File: src/source/od_defs.svh
/* object dictionary constants */
`ifndef OD_DEFS_SVH
`define OD_DEFS_SVH

`define OD_ADDR_W                 12
`define OD_ID_W                   16
`define OD_ADDR_INVALID           12'hfff
`define OD_DICT_SPAN              12'd144     // whole dictionary length

// up-direction link ranges, 1000 ids each
`define OD_LINK_RANGE_SPAN        16'd1000
`define OD_LINK_LOCAL_UP_START    16'd6000
`define OD_LINK_NET_UP_START      16'd7000
`define OD_DEV_PROP_UP_START      16'd8000
`define OD_LINK_LOCAL_UP_BASE     12'h100
`define OD_LINK_NET_UP_BASE       12'h300
`define OD_DEV_PROP_UP_BASE       12'h400

// fixed object bases in dictionary memory
`define OD_BASE_WHOLE             12'd0
`define OD_BASE_HEADER            12'd0
`define OD_BASE_DEV_DESC          12'd2
`define OD_BASE_CLK_SYNC          12'd54
`define OD_BASE_MAX_RSP           12'd75
`define OD_BASE_SCHED             12'd79
`define OD_BASE_APP_INFO          12'd103
`define OD_BASE_DOMAIN_HDR        12'd113
`define OD_BASE_LOCAL_UP_HDR      12'd118
`define OD_BASE_NET_UP_HDR        12'd123
`define OD_BASE_DEV_PROP_UP_HDR   12'd128

`endif

File: src/source/od_pkg.sv
/* object dictionary types */
`default_nettype none

`include "od_defs.svh"

package od_pkg;

	typedef logic [`OD_ADDR_W-1:0] od_addr_t;   // addresses and lengths
	typedef logic [`OD_ID_W-1:0] od_id_t;       // object ids and subindices

	// one class per kept object, ids in comments
	typedef enum logic [3:0] {
		WHOLE_DICT,         // 0
		DICT_HEADER,        // 1
		DEV_DESC,           // 2
		CLOCK_SYNC,         // 3
		MAX_RSP_TIME,       // 4
		SCHED_MGMT,         // 5
		DEV_APP_INFO,       // 6
		DOMAIN_APP_HDR,     // 9
		LOCAL_UP_HDR,       // 10
		NET_UP_HDR,         // 11
		DEV_PROP_UP_HDR,    // 12
		// link object ranges
		LINK_LOCAL_UP,      // 6000..6999
		LINK_NET_UP,        // 7000..7999
		DEV_PROP_UP,        // 8000..8999
		UNKNOWN
	} od_class_e;

endpackage

`default_nettype wire

File: src/source/od_obj_classify.sv
/* object id classifier */
`timescale 1ns/100ps
`default_nettype none

`include "od_defs.svh"

module od_obj_classify
(
	input  od_pkg::od_id_t    i_dobjid,
	output od_pkg::od_class_e o_class,
	output od_pkg::od_id_t    o_index     // position inside a link range
);

	logic in_local_up;
	logic in_net_up;
	logic in_dev_prop_up;

	// range bounds, upper end exclusive
	assign in_local_up = (i_dobjid >= `OD_LINK_LOCAL_UP_START) &&
		(i_dobjid < `OD_LINK_LOCAL_UP_START + `OD_LINK_RANGE_SPAN);
	assign in_net_up = (i_dobjid >= `OD_LINK_NET_UP_START) &&
		(i_dobjid < `OD_LINK_NET_UP_START + `OD_LINK_RANGE_SPAN);
	assign in_dev_prop_up = (i_dobjid >= `OD_DEV_PROP_UP_START) &&
		(i_dobjid < `OD_DEV_PROP_UP_START + `OD_LINK_RANGE_SPAN);

	always_comb
	begin
		o_class = od_pkg::UNKNOWN;
		o_index = '0;
		if (in_local_up)
		begin
			o_class = od_pkg::LINK_LOCAL_UP;
			o_index = i_dobjid - `OD_LINK_LOCAL_UP_START;
		end
		else if (in_net_up)
		begin
			o_class = od_pkg::LINK_NET_UP;
			o_index = i_dobjid - `OD_LINK_NET_UP_START;
		end
		else if (in_dev_prop_up)
		begin
			o_class = od_pkg::DEV_PROP_UP;
			o_index = i_dobjid - `OD_DEV_PROP_UP_START;
		end
		else
		begin
			case (i_dobjid)
				`OD_ID_W'd0:  o_class = od_pkg::WHOLE_DICT;
				`OD_ID_W'd1:  o_class = od_pkg::DICT_HEADER;
				`OD_ID_W'd2:  o_class = od_pkg::DEV_DESC;
				`OD_ID_W'd3:  o_class = od_pkg::CLOCK_SYNC;
				`OD_ID_W'd4:  o_class = od_pkg::MAX_RSP_TIME;
				`OD_ID_W'd5:  o_class = od_pkg::SCHED_MGMT;
				`OD_ID_W'd6:  o_class = od_pkg::DEV_APP_INFO;
				`OD_ID_W'd9:  o_class = od_pkg::DOMAIN_APP_HDR;
				`OD_ID_W'd10: o_class = od_pkg::LOCAL_UP_HDR;
				`OD_ID_W'd11: o_class = od_pkg::NET_UP_HDR;
				`OD_ID_W'd12: o_class = od_pkg::DEV_PROP_UP_HDR;
				default:      o_class = od_pkg::UNKNOWN;   // 7, 8, down side, gaps
			endcase
		end
	end

endmodule

`default_nettype wire

File: src/source/od_base_addr.sv
/* object base address stage */
`timescale 1ns/100ps
`default_nettype none

`include "od_defs.svh"

module od_base_addr
(
	input  wire               i_clk,
	input  wire               i_rst_n,
	input  od_pkg::od_class_e i_class,
	input  od_pkg::od_id_t    i_index,
	output od_pkg::od_addr_t  o_base,
	output logic              o_obj_known
);

	od_pkg::od_addr_t idx;
	od_pkg::od_addr_t base_nxt;
	logic             known_nxt;

	assign idx = i_index[`OD_ADDR_W-1:0];   // upper bits drop out after scaling anyway

	always_comb
	begin
		known_nxt = 1'b1;
		case (i_class)
			od_pkg::WHOLE_DICT:      base_nxt = `OD_BASE_WHOLE;
			od_pkg::DICT_HEADER:     base_nxt = `OD_BASE_HEADER;
			od_pkg::DEV_DESC:        base_nxt = `OD_BASE_DEV_DESC;
			od_pkg::CLOCK_SYNC:      base_nxt = `OD_BASE_CLK_SYNC;
			od_pkg::MAX_RSP_TIME:    base_nxt = `OD_BASE_MAX_RSP;
			od_pkg::SCHED_MGMT:      base_nxt = `OD_BASE_SCHED;
			od_pkg::DEV_APP_INFO:    base_nxt = `OD_BASE_APP_INFO;
			od_pkg::DOMAIN_APP_HDR:  base_nxt = `OD_BASE_DOMAIN_HDR;
			od_pkg::LOCAL_UP_HDR:    base_nxt = `OD_BASE_LOCAL_UP_HDR;
			od_pkg::NET_UP_HDR:      base_nxt = `OD_BASE_NET_UP_HDR;
			od_pkg::DEV_PROP_UP_HDR: base_nxt = `OD_BASE_DEV_PROP_UP_HDR;
			// link objects are 8, 4 and 9 bytes long
			od_pkg::LINK_LOCAL_UP:
				base_nxt = (idx << 3) + `OD_LINK_LOCAL_UP_BASE;
			od_pkg::LINK_NET_UP:
				base_nxt = (idx << 2) + `OD_LINK_NET_UP_BASE;
			od_pkg::DEV_PROP_UP:
				base_nxt = (idx << 3) + idx + `OD_DEV_PROP_UP_BASE;
			default:
			begin
				base_nxt = `OD_ADDR_INVALID;
				known_nxt = 1'b0;
			end
		endcase
	end

	// idle value merges to a clean zero result
	always_ff @(posedge i_clk or negedge i_rst_n)
	begin
		if (!i_rst_n)
		begin
			o_base <= '0;
			o_obj_known <= 1'b1;
		end
		else
		begin
			o_base <= base_nxt;
			o_obj_known <= known_nxt;
		end
	end

endmodule

`default_nettype wire

File: src/source/od_entry_table.sv
/* subindex offset and length tables */
`timescale 1ns/100ps
`default_nettype none

`include "od_defs.svh"

module od_entry_table
(
	input  wire               i_clk,
	input  wire               i_rst_n,
	input  od_pkg::od_class_e i_class,
	input  od_pkg::od_id_t    i_subidx,
	input  od_pkg::od_id_t    i_frt_linknum_up,
	input  od_pkg::od_id_t    i_frt_linknum_net_up,
	input  od_pkg::od_id_t    i_device_num_up,
	output od_pkg::od_addr_t  o_offset,
	output od_pkg::od_addr_t  o_len,
	output logic              o_sub_ok
);

	od_pkg::od_addr_t ent_off;
	od_pkg::od_addr_t ent_len;
	logic             ent_ok;
	od_pkg::od_id_t   ones_cnt;   // entry count of a table with 1-byte entries only

	always_comb
	begin
		ent_off = '0;
		ent_len = '0;
		ent_ok = 1'b1;
		ones_cnt = '0;
		case (i_class)
			od_pkg::WHOLE_DICT:
			begin
				if (i_subidx == '0)
					ent_len = `OD_DICT_SPAN;
				else
					ent_ok = 1'b0;
			end
			od_pkg::DICT_HEADER, od_pkg::DEV_APP_INFO: ones_cnt = `OD_ID_W'd2;
			od_pkg::DOMAIN_APP_HDR, od_pkg::LOCAL_UP_HDR, od_pkg::NET_UP_HDR:
				ones_cnt = `OD_ID_W'd5;
			od_pkg::DEV_PROP_UP_HDR: ones_cnt = `OD_ID_W'd3;
			od_pkg::LINK_NET_UP:     ones_cnt = `OD_ID_W'd4;
			od_pkg::DEV_DESC:
				case (i_subidx)
					`OD_ID_W'd0:  {ent_off, ent_len} = {`OD_ADDR_W'd0, `OD_ADDR_W'd52};
					`OD_ID_W'd1:  {ent_off, ent_len} = {`OD_ADDR_W'd0, `OD_ADDR_W'd1};
					`OD_ID_W'd2:  {ent_off, ent_len} = {`OD_ADDR_W'd1, `OD_ADDR_W'd1};
					`OD_ID_W'd3:  {ent_off, ent_len} = {`OD_ADDR_W'd2, `OD_ADDR_W'd16};
					`OD_ID_W'd4:  {ent_off, ent_len} = {`OD_ADDR_W'd18, `OD_ADDR_W'd16};
					`OD_ID_W'd5:  {ent_off, ent_len} = {`OD_ADDR_W'd34, `OD_ADDR_W'd2};
					`OD_ID_W'd6:  {ent_off, ent_len} = {`OD_ADDR_W'd36, `OD_ADDR_W'd2};
					`OD_ID_W'd7:  {ent_off, ent_len} = {`OD_ADDR_W'd38, `OD_ADDR_W'd2};
					`OD_ID_W'd8:  {ent_off, ent_len} = {`OD_ADDR_W'd40, `OD_ADDR_W'd2};
					`OD_ID_W'd9:  {ent_off, ent_len} = {`OD_ADDR_W'd42, `OD_ADDR_W'd3};
					`OD_ID_W'd10: {ent_off, ent_len} = {`OD_ADDR_W'd45, `OD_ADDR_W'd1};
					`OD_ID_W'd11: {ent_off, ent_len} = {`OD_ADDR_W'd46, `OD_ADDR_W'd2};
					`OD_ID_W'd12: {ent_off, ent_len} = {`OD_ADDR_W'd48, `OD_ADDR_W'd1};
					`OD_ID_W'd13: {ent_off, ent_len} = {`OD_ADDR_W'd49, `OD_ADDR_W'd1};
					`OD_ID_W'd14: {ent_off, ent_len} = {`OD_ADDR_W'd50, `OD_ADDR_W'd1};
					`OD_ID_W'd15: {ent_off, ent_len} = {`OD_ADDR_W'd51, `OD_ADDR_W'd1};
					default:      ent_ok = 1'b0;
				endcase
			od_pkg::CLOCK_SYNC:
				case (i_subidx)
					`OD_ID_W'd0:  {ent_off, ent_len} = {`OD_ADDR_W'd0, `OD_ADDR_W'd21};
					`OD_ID_W'd1:  {ent_off, ent_len} = {`OD_ADDR_W'd0, `OD_ADDR_W'd1};
					`OD_ID_W'd2:  {ent_off, ent_len} = {`OD_ADDR_W'd1, `OD_ADDR_W'd1};
					`OD_ID_W'd3:  {ent_off, ent_len} = {`OD_ADDR_W'd2, `OD_ADDR_W'd2};
					`OD_ID_W'd4:  {ent_off, ent_len} = {`OD_ADDR_W'd4, `OD_ADDR_W'd2};
					`OD_ID_W'd5:  {ent_off, ent_len} = {`OD_ADDR_W'd6, `OD_ADDR_W'd2};
					`OD_ID_W'd6:  {ent_off, ent_len} = {`OD_ADDR_W'd8, `OD_ADDR_W'd2};
					`OD_ID_W'd7:  {ent_off, ent_len} = {`OD_ADDR_W'd10, `OD_ADDR_W'd2};
					`OD_ID_W'd8:  {ent_off, ent_len} = {`OD_ADDR_W'd12, `OD_ADDR_W'd2};
					`OD_ID_W'd9:  {ent_off, ent_len} = {`OD_ADDR_W'd14, `OD_ADDR_W'd4};
					`OD_ID_W'd10: {ent_off, ent_len} = {`OD_ADDR_W'd18, `OD_ADDR_W'd3};
					default:      ent_ok = 1'b0;
				endcase
			od_pkg::MAX_RSP_TIME:
				case (i_subidx)
					`OD_ID_W'd0: {ent_off, ent_len} = {`OD_ADDR_W'd0, `OD_ADDR_W'd4};
					`OD_ID_W'd1: {ent_off, ent_len} = {`OD_ADDR_W'd0, `OD_ADDR_W'd1};
					`OD_ID_W'd2: {ent_off, ent_len} = {`OD_ADDR_W'd1, `OD_ADDR_W'd1};
					`OD_ID_W'd3: {ent_off, ent_len} = {`OD_ADDR_W'd2, `OD_ADDR_W'd2};
					default:     ent_ok = 1'b0;
				endcase
			od_pkg::SCHED_MGMT:
				case (i_subidx)
					`OD_ID_W'd0:  {ent_off, ent_len} = {`OD_ADDR_W'd0, `OD_ADDR_W'd24};
					`OD_ID_W'd1:  {ent_off, ent_len} = {`OD_ADDR_W'd0, `OD_ADDR_W'd1};
					`OD_ID_W'd2:  {ent_off, ent_len} = {`OD_ADDR_W'd1, `OD_ADDR_W'd1};
					`OD_ID_W'd3:  {ent_off, ent_len} = {`OD_ADDR_W'd2, `OD_ADDR_W'd2};
					`OD_ID_W'd4:  {ent_off, ent_len} = {`OD_ADDR_W'd4, `OD_ADDR_W'd2};
					`OD_ID_W'd5:  {ent_off, ent_len} = {`OD_ADDR_W'd6, `OD_ADDR_W'd1};
					`OD_ID_W'd6:  {ent_off, ent_len} = {`OD_ADDR_W'd7, `OD_ADDR_W'd1};
					`OD_ID_W'd7:  {ent_off, ent_len} = {`OD_ADDR_W'd8, `OD_ADDR_W'd2};
					`OD_ID_W'd8:  {ent_off, ent_len} = {`OD_ADDR_W'd10, `OD_ADDR_W'd1};
					`OD_ID_W'd9:  {ent_off, ent_len} = {`OD_ADDR_W'd11, `OD_ADDR_W'd1};
					`OD_ID_W'd10: {ent_off, ent_len} = {`OD_ADDR_W'd12, `OD_ADDR_W'd1};
					`OD_ID_W'd11: {ent_off, ent_len} = {`OD_ADDR_W'd13, `OD_ADDR_W'd1};
					`OD_ID_W'd12: {ent_off, ent_len} = {`OD_ADDR_W'd14, `OD_ADDR_W'd2};
					`OD_ID_W'd13: {ent_off, ent_len} = {`OD_ADDR_W'd16, `OD_ADDR_W'd2};
					`OD_ID_W'd14: {ent_off, ent_len} = {`OD_ADDR_W'd18, `OD_ADDR_W'd2};
					`OD_ID_W'd15: {ent_off, ent_len} = {`OD_ADDR_W'd20, `OD_ADDR_W'd1};
					`OD_ID_W'd16: {ent_off, ent_len} = {`OD_ADDR_W'd21, `OD_ADDR_W'd1};
					`OD_ID_W'd17: {ent_off, ent_len} = {`OD_ADDR_W'd22, `OD_ADDR_W'd1};
					`OD_ID_W'd18: {ent_off, ent_len} = {`OD_ADDR_W'd23, `OD_ADDR_W'd1};
					default:      ent_ok = 1'b0;
				endcase
			od_pkg::LINK_LOCAL_UP:
				case (i_subidx)
					`OD_ID_W'd0: ent_len = i_frt_linknum_up[`OD_ADDR_W-1:0];   // live link count
					`OD_ID_W'd1: {ent_off, ent_len} = {`OD_ADDR_W'd0, `OD_ADDR_W'd2};
					`OD_ID_W'd2: {ent_off, ent_len} = {`OD_ADDR_W'd2, `OD_ADDR_W'd1};
					`OD_ID_W'd3: {ent_off, ent_len} = {`OD_ADDR_W'd3, `OD_ADDR_W'd1};
					`OD_ID_W'd4: {ent_off, ent_len} = {`OD_ADDR_W'd4, `OD_ADDR_W'd1};
					`OD_ID_W'd5: {ent_off, ent_len} = {`OD_ADDR_W'd5, `OD_ADDR_W'd1};
					`OD_ID_W'd6: {ent_off, ent_len} = {`OD_ADDR_W'd6, `OD_ADDR_W'd1};
					`OD_ID_W'd7: {ent_off, ent_len} = {`OD_ADDR_W'd7, `OD_ADDR_W'd1};
					default:     ent_ok = 1'b0;
				endcase
			od_pkg::DEV_PROP_UP:
				case (i_subidx)
					`OD_ID_W'd0: ent_len = i_device_num_up[`OD_ADDR_W-1:0];
					`OD_ID_W'd1: {ent_off, ent_len} = {`OD_ADDR_W'd0, `OD_ADDR_W'd2};
					`OD_ID_W'd2: {ent_off, ent_len} = {`OD_ADDR_W'd2, `OD_ADDR_W'd3};
					`OD_ID_W'd3: {ent_off, ent_len} = {`OD_ADDR_W'd5, `OD_ADDR_W'd2};
					`OD_ID_W'd4: {ent_off, ent_len} = {`OD_ADDR_W'd7, `OD_ADDR_W'd1};
					`OD_ID_W'd5: {ent_off, ent_len} = {`OD_ADDR_W'd8, `OD_ADDR_W'd1};
					default:     ent_ok = 1'b0;
				endcase
			default: ent_ok = 1'b0;   // UNKNOWN
		endcase

		// tables of single-byte entries, offset is subindex minus one
		if (ones_cnt != '0)
		begin
			if (i_subidx == '0)
				ent_len = (i_class == od_pkg::LINK_NET_UP) ?
					i_frt_linknum_net_up[`OD_ADDR_W-1:0] : ones_cnt[`OD_ADDR_W-1:0];
			else if (i_subidx <= ones_cnt)
			begin
				ent_off = i_subidx[`OD_ADDR_W-1:0] - `OD_ADDR_W'd1;
				ent_len = `OD_ADDR_W'd1;
			end
			else
				ent_ok = 1'b0;
		end
	end

	always_ff @(posedge i_clk or negedge i_rst_n)
	begin
		if (!i_rst_n)
		begin
			o_offset <= '0;
			o_len <= '0;
			o_sub_ok <= 1'b1;   // idle slot reads as clean
		end
		else
		begin
			o_offset <= ent_off;
			o_len <= ent_len;
			o_sub_ok <= ent_ok;
		end
	end

endmodule

`default_nettype wire

File: src/source/od_result_merge.sv
/* result merge stage */
`timescale 1ns/100ps
`default_nettype none

`include "od_defs.svh"

module od_result_merge
(
	input  wire              i_clk,
	input  wire              i_rst_n,
	input  od_pkg::od_addr_t i_base,
	input  od_pkg::od_addr_t i_offset,
	input  od_pkg::od_addr_t i_len,
	input  wire              i_obj_known,
	input  wire              i_sub_ok,
	output od_pkg::od_addr_t o_base_addr,
	output od_pkg::od_addr_t o_offset_addr,
	output od_pkg::od_addr_t o_offset_len,
	output logic             o_error
);

	logic hit;

	assign hit = i_obj_known && i_sub_ok;   // both halves resolved

	always_ff @(posedge i_clk or negedge i_rst_n)
	begin
		if (!i_rst_n)
		begin
			o_base_addr <= '0;
			o_offset_addr <= '0;
			o_offset_len <= '0;
			o_error <= 1'b0;
		end
		else if (hit)
		begin
			o_base_addr <= i_base;
			o_offset_addr <= i_offset;
			o_offset_len <= i_len;
			o_error <= 1'b0;
		end
		else
		begin
			// bad object or subindex
			o_base_addr <= `OD_ADDR_INVALID;
			o_offset_addr <= `OD_ADDR_INVALID;
			o_offset_len <= '0;
			o_error <= 1'b1;
		end
	end

endmodule

`default_nettype wire

File: src/source/od_lookup_top.sv
/* object dictionary address resolver */
`timescale 1ns/100ps
`default_nettype none

module od_lookup_top
(
	input  wire              i_clk,
	input  wire              i_rst_n,
	input  od_pkg::od_id_t   i_dobjid,
	input  od_pkg::od_id_t   i_subidx,
	input  od_pkg::od_id_t   i_frt_linknum_up,
	input  od_pkg::od_id_t   i_frt_linknum_net_up,
	input  od_pkg::od_id_t   i_device_num_up,
	output od_pkg::od_addr_t o_base_addr,
	output od_pkg::od_addr_t o_offset_addr,
	output od_pkg::od_addr_t o_offset_len,
	output logic             o_error
);

	od_pkg::od_class_e obj_class;
	od_pkg::od_id_t    obj_index;
	od_pkg::od_addr_t  stg_base;     // stage 1 results
	od_pkg::od_addr_t  stg_off;
	od_pkg::od_addr_t  stg_len;
	logic              stg_known;
	logic              stg_sub_ok;

	od_obj_classify classify_i (
		.i_dobjid (i_dobjid),
		.o_class  (obj_class),
		.o_index  (obj_index)
	);

	od_base_addr base_i (
		.i_clk       (i_clk),
		.i_rst_n     (i_rst_n),
		.i_class     (obj_class),
		.i_index     (obj_index),
		.o_base      (stg_base),
		.o_obj_known (stg_known)
	);

	od_entry_table entry_i (
		.i_clk                (i_clk),
		.i_rst_n              (i_rst_n),
		.i_class              (obj_class),
		.i_subidx             (i_subidx),
		.i_frt_linknum_up     (i_frt_linknum_up),
		.i_frt_linknum_net_up (i_frt_linknum_net_up),
		.i_device_num_up      (i_device_num_up),
		.o_offset             (stg_off),
		.o_len                (stg_len),
		.o_sub_ok             (stg_sub_ok)
	);

	od_result_merge merge_i (
		.i_clk         (i_clk),
		.i_rst_n       (i_rst_n),
		.i_base        (stg_base),
		.i_offset      (stg_off),
		.i_len         (stg_len),
		.i_obj_known   (stg_known),
		.i_sub_ok      (stg_sub_ok),
		.o_base_addr   (o_base_addr),
		.o_offset_addr (o_offset_addr),
		.o_offset_len  (o_offset_len),
		.o_error       (o_error)
	);

endmodule

`default_nettype wire

File: config.mk
export PLATFORM = sky130hd
export DESIGN_NAME = od_lookup_top
export DESIGN_NICKNAME = d
export VERILOG_FILES = /design/src/source/od_pkg.sv /design/src/source/od_obj_classify.sv /design/src/source/od_base_addr.sv /design/src/source/od_entry_table.sv /design/src/source/od_result_merge.sv /design/src/source/od_lookup_top.sv
export VERILOG_INCLUDE_DIRS = /design/src /design/src/source
export SDC_FILE = /design/constraint.sdc
export NUM_CORES = 1
export LEC_CHECK = 0
export ABC_AREA = 0
export BUFFER_PORTS_ARGS = -buffer_cell sky130_fd_sc_hd__buf_2
export CAP_MARGIN = 30
export CORE_MARGIN = 8
export CORE_UTILIZATION = 56
export DETAILED_ROUTE_END_ITERATION = 16
export PLACE_DENSITY_LB_ADDON = 0.12
export SLEW_MARGIN = 15
export SYNTH_ARGS = -nofsm -noshare
export SYNTH_HDL_FRONTEND = slang
export SYNTH_SLANG_ARGS = --single-unit
File: constraint.sdc
create_clock -name i_clk -period 1.6 [get_ports i_clk]
set_input_delay 0.32 -clock i_clk [delete_from_list [all_inputs] [get_ports i_clk]]
set_output_delay 0.32 -clock i_clk [all_outputs]
set_load 0.005 [all_outputs]
==> results of run 1 <==
## logic make-up after synthesis
kind of cell             Yosys count  synth area share, %
AND/OR/NAND/NOR                  257                 25.5
AO/OA/AOI/OAI                    189                 24.9
flip-flops                        75                 33.8
buffers and inverters             63                 4.82
adder cells (fa/ha/maj)           35                 8.02
XOR/XNOR                          16                 2.77
multiplexers                       1                0.180
## through the flow
| step | cell area, um^2 | std cells | setup TNS (ns) | worst slack, ns | hold slack, ns |
|---|---|---|---|---|---|
| after CTS | 8740 | 1089 | -50.14 | -2.07 | 0.204 |
| after detailed placement | 7770 | 1045 | -68.35 | -2.48 | 0.300 |
| after global placement | 7770 | 1045 | -63.59 | -2.29 | 0.296 |
| after floorplan | 5700 | 636 | -55.17 | -2.41 | 0.0244 |
## metal layers
layer / GRT overflow / GRT usage [%]
met2: 1 / 82.8
met4: 2 / 67.3
met5: 0 / 30.1
met3: 0 / 61.1
met1: 0 / 69.5
## timing repair
action | in CTS
buffers inserted | 27
hold buffers | 1
hold endpoints to repair | 11
pin swaps | 45
gates resized for setup | 113
gates cloned | 1
endpoints found under the setup margin | 38
==> impl_metrics.tcl, run 1 <==
set metrics [dict create \
    synth_top_cell_by_area "dfrtp_1" \
    outcome "did not finish" \
    clock_sinks 75 \
    netlist_top_cells_count "dfrtp_1, nor2_1, nand2_1, a21oi_1, o21ai_0" \
    chipWidth_um 116 \
    synth_edf_count 0 \
    hpwl_mm 16.8 \
    synth_warnings 0 \
    synth_area_leaders "dfrtp_1, ha_1, nor2_1" \
    fp-row-count 36 \
    die_height_um 116 \
    grt_overflow 3 \
    worst_path_end_type "register input" \
    ys_types 92 \
    error "[ERROR GRT-0232] Routing congestion too high. Check the congestion heatmap in the GUI." \
    io_buffers 106 \
    syn_inst 636 \
    grt_max_degree 65 \
    start_util_pct 57.3 \
    avgSynthCellArea_um2 8.73 \
    async_reset_ff_share_pct 100 \
    synth_most_common_cell "dfrtp_1" \
    post-synth-top-area-fraction_pct 32.9 \
    crit_endpoint "base_i.o_base[11]$_DFF_PN0_/D" \
    synth_area_um2 5550 \
    ys.flop_type "dfrtp_1" \
    ys_ff_latch 75 \
    cts-root-buf "clkbuf_8" \
    io_pins 119 \
    ctsHtreeMaxLevel 3 \
    grt_usage_pct 70.1 \
    clk_path_buf_depth 2 \
    synth_nets 753 \
    numCtsBuffers 9 \
    ys_seq_area_share_pct 33.8 \
    haltStage "global routing (5_1_grt)" \
    gp_congestion 1.03 \
]
==> run 2, diff against run 1 <==
CORE_UTILIZATION = 40   (was 56)
PLACE_DENSITY_LB_ADDON = 0.15   (was 0.12)
==> run 2 against run 1 <==
The flow now finishes, with violations (negative setup slack); area after synthesis stayed put; synthesized cell count stayed put.
==> impl_metrics.tcl, run 2 <==
set metrics [dict create \
    netlist_top_cells_count "dfrtp_1, nor2_1, nand2_1, a21oi_1, o21ai_0" \
    layout_commonest_cell "buf_4" \
    p_sw_mw 1.29 \
    clkPwrFrac_pct 42.8 \
    post-synth-top-area-fraction_pct 32.9 \
    die_area_um2 17900 \
    wl_per_cell_um 19.4 \
    path_max_fanout 4 \
    whs_ns 0.00123 \
    via_count 6622 \
    p_per_area_nw_per_um2 534 \
    fin_crit_sh_pct 237 \
    outcome "finished with violations" \
    synth_warnings 0 \
    post_dp_cell_area_um2 7920 \
    io_pins 119 \
    fmax_mhz 263 \
    period_needed_ns 3.80 \
    fin_total_pwr_mw 5.11 \
    ys.flop_type "dfrtp_1" \
    hpwl_mm 16.7 \
    power.internal_mw 3.82 \
    seqCellArea_um2 1880 \
    ys_ff_latch 75 \
    drc 0 \
    fp-row-count 43 \
    multi_input_area_um2 4200 \
    grt_first_pass_wirelength_mm 35.3 \
    worst_pin_slew_ns 0.529 \
    chipWidth_um 134 \
    async_reset_ff_share_pct 100 \
    ys_types 92 \
    seq_power_share_pct 37.5 \
    io_buffers 106 \
    clk_path_buf_depth 2 \
    fin_nets 1103 \
    syn_inst 636 \
    ctsHtreeMaxLevel 3 \
    setup_viol 38 \
    combPwrFrac_pct 19.7 \
    drt-pass1-iter-count 5 \
    synth_most_common_cell "dfrtp_1" \
    fin_ws_ns -2.20 \
    gp_congestion 0.952 \
    synth_area_um2 5550 \
    switching_share_pct 25.3 \
    crit_type "in2reg" \
    drv_cap 0 \
    numCtsBuffers 9 \
    startpoint_type "input port" \
    clk_pin_slew_ns 0.06 \
    hold_buffers 0 \
    hp-class "in2async" \
    relSlewSlack_pct 64.6 \
    antenna_found_initial 0 \
    avgViaCountPerCell 5.65 \
    drt-initial-drc-count 577 \
    syn_to_final_growth_pct 72.1 \
    drive_above_1_share_pct 55.1 \
    ir_drop_v 0.000495 \
    die_height_um 134 \
    crit_path_end_kind "register" \
    clock_latency_ns 0.33 \
    design_area_um2 9550 \
    most-common-layout-cells "buf_4, buf_2, dfrtp_1" \
    synth_top_cell_by_area "dfrtp_1" \
    cts-root-buf "clkbuf_16" \
    finalMaxSlewViolations 0 \
    ys_seq_area_share_pct 33.8 \
    violations "negative setup slack" \
    clock_sinks 75 \
    arrival_ns 4.01 \
    synth_nets 753 \
    synth_edf_count 0 \
    start_util_pct 40.5 \
    p_leak_nw 4.21 \
    core_um2 13700 \
    crit_required_ns 1.81 \
    diodes 0 \
    grt_pass1_vias 6669 \
    avgSynthCellArea_um2 8.73 \
    skew_ns 0.00582 \
    grt_max_degree 76 \
    rsz0062_at_grt "yes" \
    grt_overflow 0 \
    ant_nets 0 \
    r2r.worst_path.cells 3 \
    cts_tree "done" \
    synth_area_leaders "dfrtp_1, ha_1, nor2_1" \
    grt_usage_pct 24.4 \
    hold_viol_final 0 \
    wl_mm 22.7 \
    fillers 1010 \
]
run 2: cell counts after synthesis:
Identical to the previous run, type by type.
run 2: metrics by stage:
step / std cells / utilization [%] / setup TNS, ns / setup slack, ns
6_report: 1171 / 69.6 / -56.45 / -2.20
5_1_grt: 1171 / 69.6 / -58.65 / -2.26
4_1_cts: 1151 / 66.9 / -50.54 / -1.96
3_5_place_dp: 1104 / 57.7 / -68.33 / -2.52
3_3_place_gp: 1104 / 57.7 / -66.28 / -2.51
2_1_floorplan: 636 / - / -55.17 / -2.41
run 2: worst max-delay path, stage by stage:
cell	delay, ns
buf_8	0.10
or4_4	0.52
o211ai_1	0.29
buf_4	0.19
o21bai_4	0.08
buf_6	0.15
and2_4	0.18
o21ai_4	0.17
o21ai_4	0.10
ha_4	0.17
ha_4	0.16
a21o_1	0.17
a21oi_2	0.17
nor2b_1	0.07
o21a_1	0.21
o41ai_2	0.33
xnor3_1	0.28
a221o_1	0.33
run 2: layer usage:
layer / track usage (%) / wire, um / up-vias
met5: 0 / 0 / -
met3: 5.98 / 2100 / 42
met2: 37.8 / 10300 / 349
li1: - / - / 3060
met1: 32.9 / 9830 / 3171
met4: 7.17 / 469 / 0
run 2: cell type report:
cell class	count	area share (%)
sequential	75	19.7
inverter	22	0.956
clock buffer	10	2.50
tap	180	2.36
multi-input combinational	498	43.9
clock inverter	6	0.995
timing repair buffer	380	29.6
run 2: final timing paths:
check | to | from | slack [ns]
setup / recovery | base_i.o_base[11]$_DFF_PN0_ | i_dobjid[7] | -2.20
hold reg to reg | merge_i.o_base_addr[1]$_DFF_PN0_ | base_i.o_base[1]$_DFF_PN0_ | 0.43
hold / removal | base_i.o_base[10]$_DFF_PN0_ | i_rst_n | 0.001
setup reg to reg | merge_i.o_offset_addr[1]$_DFF_PN0_ | base_i.o_obj_known$_DFF_PN1_ | 0.28
max in group asynchronous | entry_i.o_sub_ok$_DFF_PN1_ | i_rst_n | 1.25
min in group i_clk | entry_i.o_len[10]$_DFF_PN0_ | i_frt_linknum_net_up[10] | 0.23
run 2: power groups by stage:
stage | combinational (mW) | clock (mW) | sequential [mW]
finish | 1.00 | 2.19 | 1.92
CTS | 0.928 | 2.23 | 1.91
global route | 1.08 | 2.33 | 1.91
floorplan | 0.355 | 0 | 1.95
global placement | 0.814 | 0 | 1.95
detailed placement | 0.823 | 0 | 1.95
run 2: what timing repair did:
action / in CTS / in global routing
setup endpoints to repair: 38 / 38
hold endpoints to repair: 0 / 0
resized for setup: 137 / 51
gates cloned: 0 / 1
buffers inserted: 38 / 26
pin swaps: 62 / 42
run 2: cells by family (layout without fill, tap and decap cells):
family | after synthesis | in the layout | share of synthesized area [%]
fa+ha+maj | 35 | 35 | 8.02
compound gates | 189 | 189 | 24.9
xor+xnor | 16 | 16 | 2.77
mux | 1 | 1 | 0.180
simple gates | 257 | 257 | 25.5
buf+inv | 63 | 418 | 4.82
flops | 75 | 75 | 33.8
No activity file was read; power rests on OpenSTA's default activity.
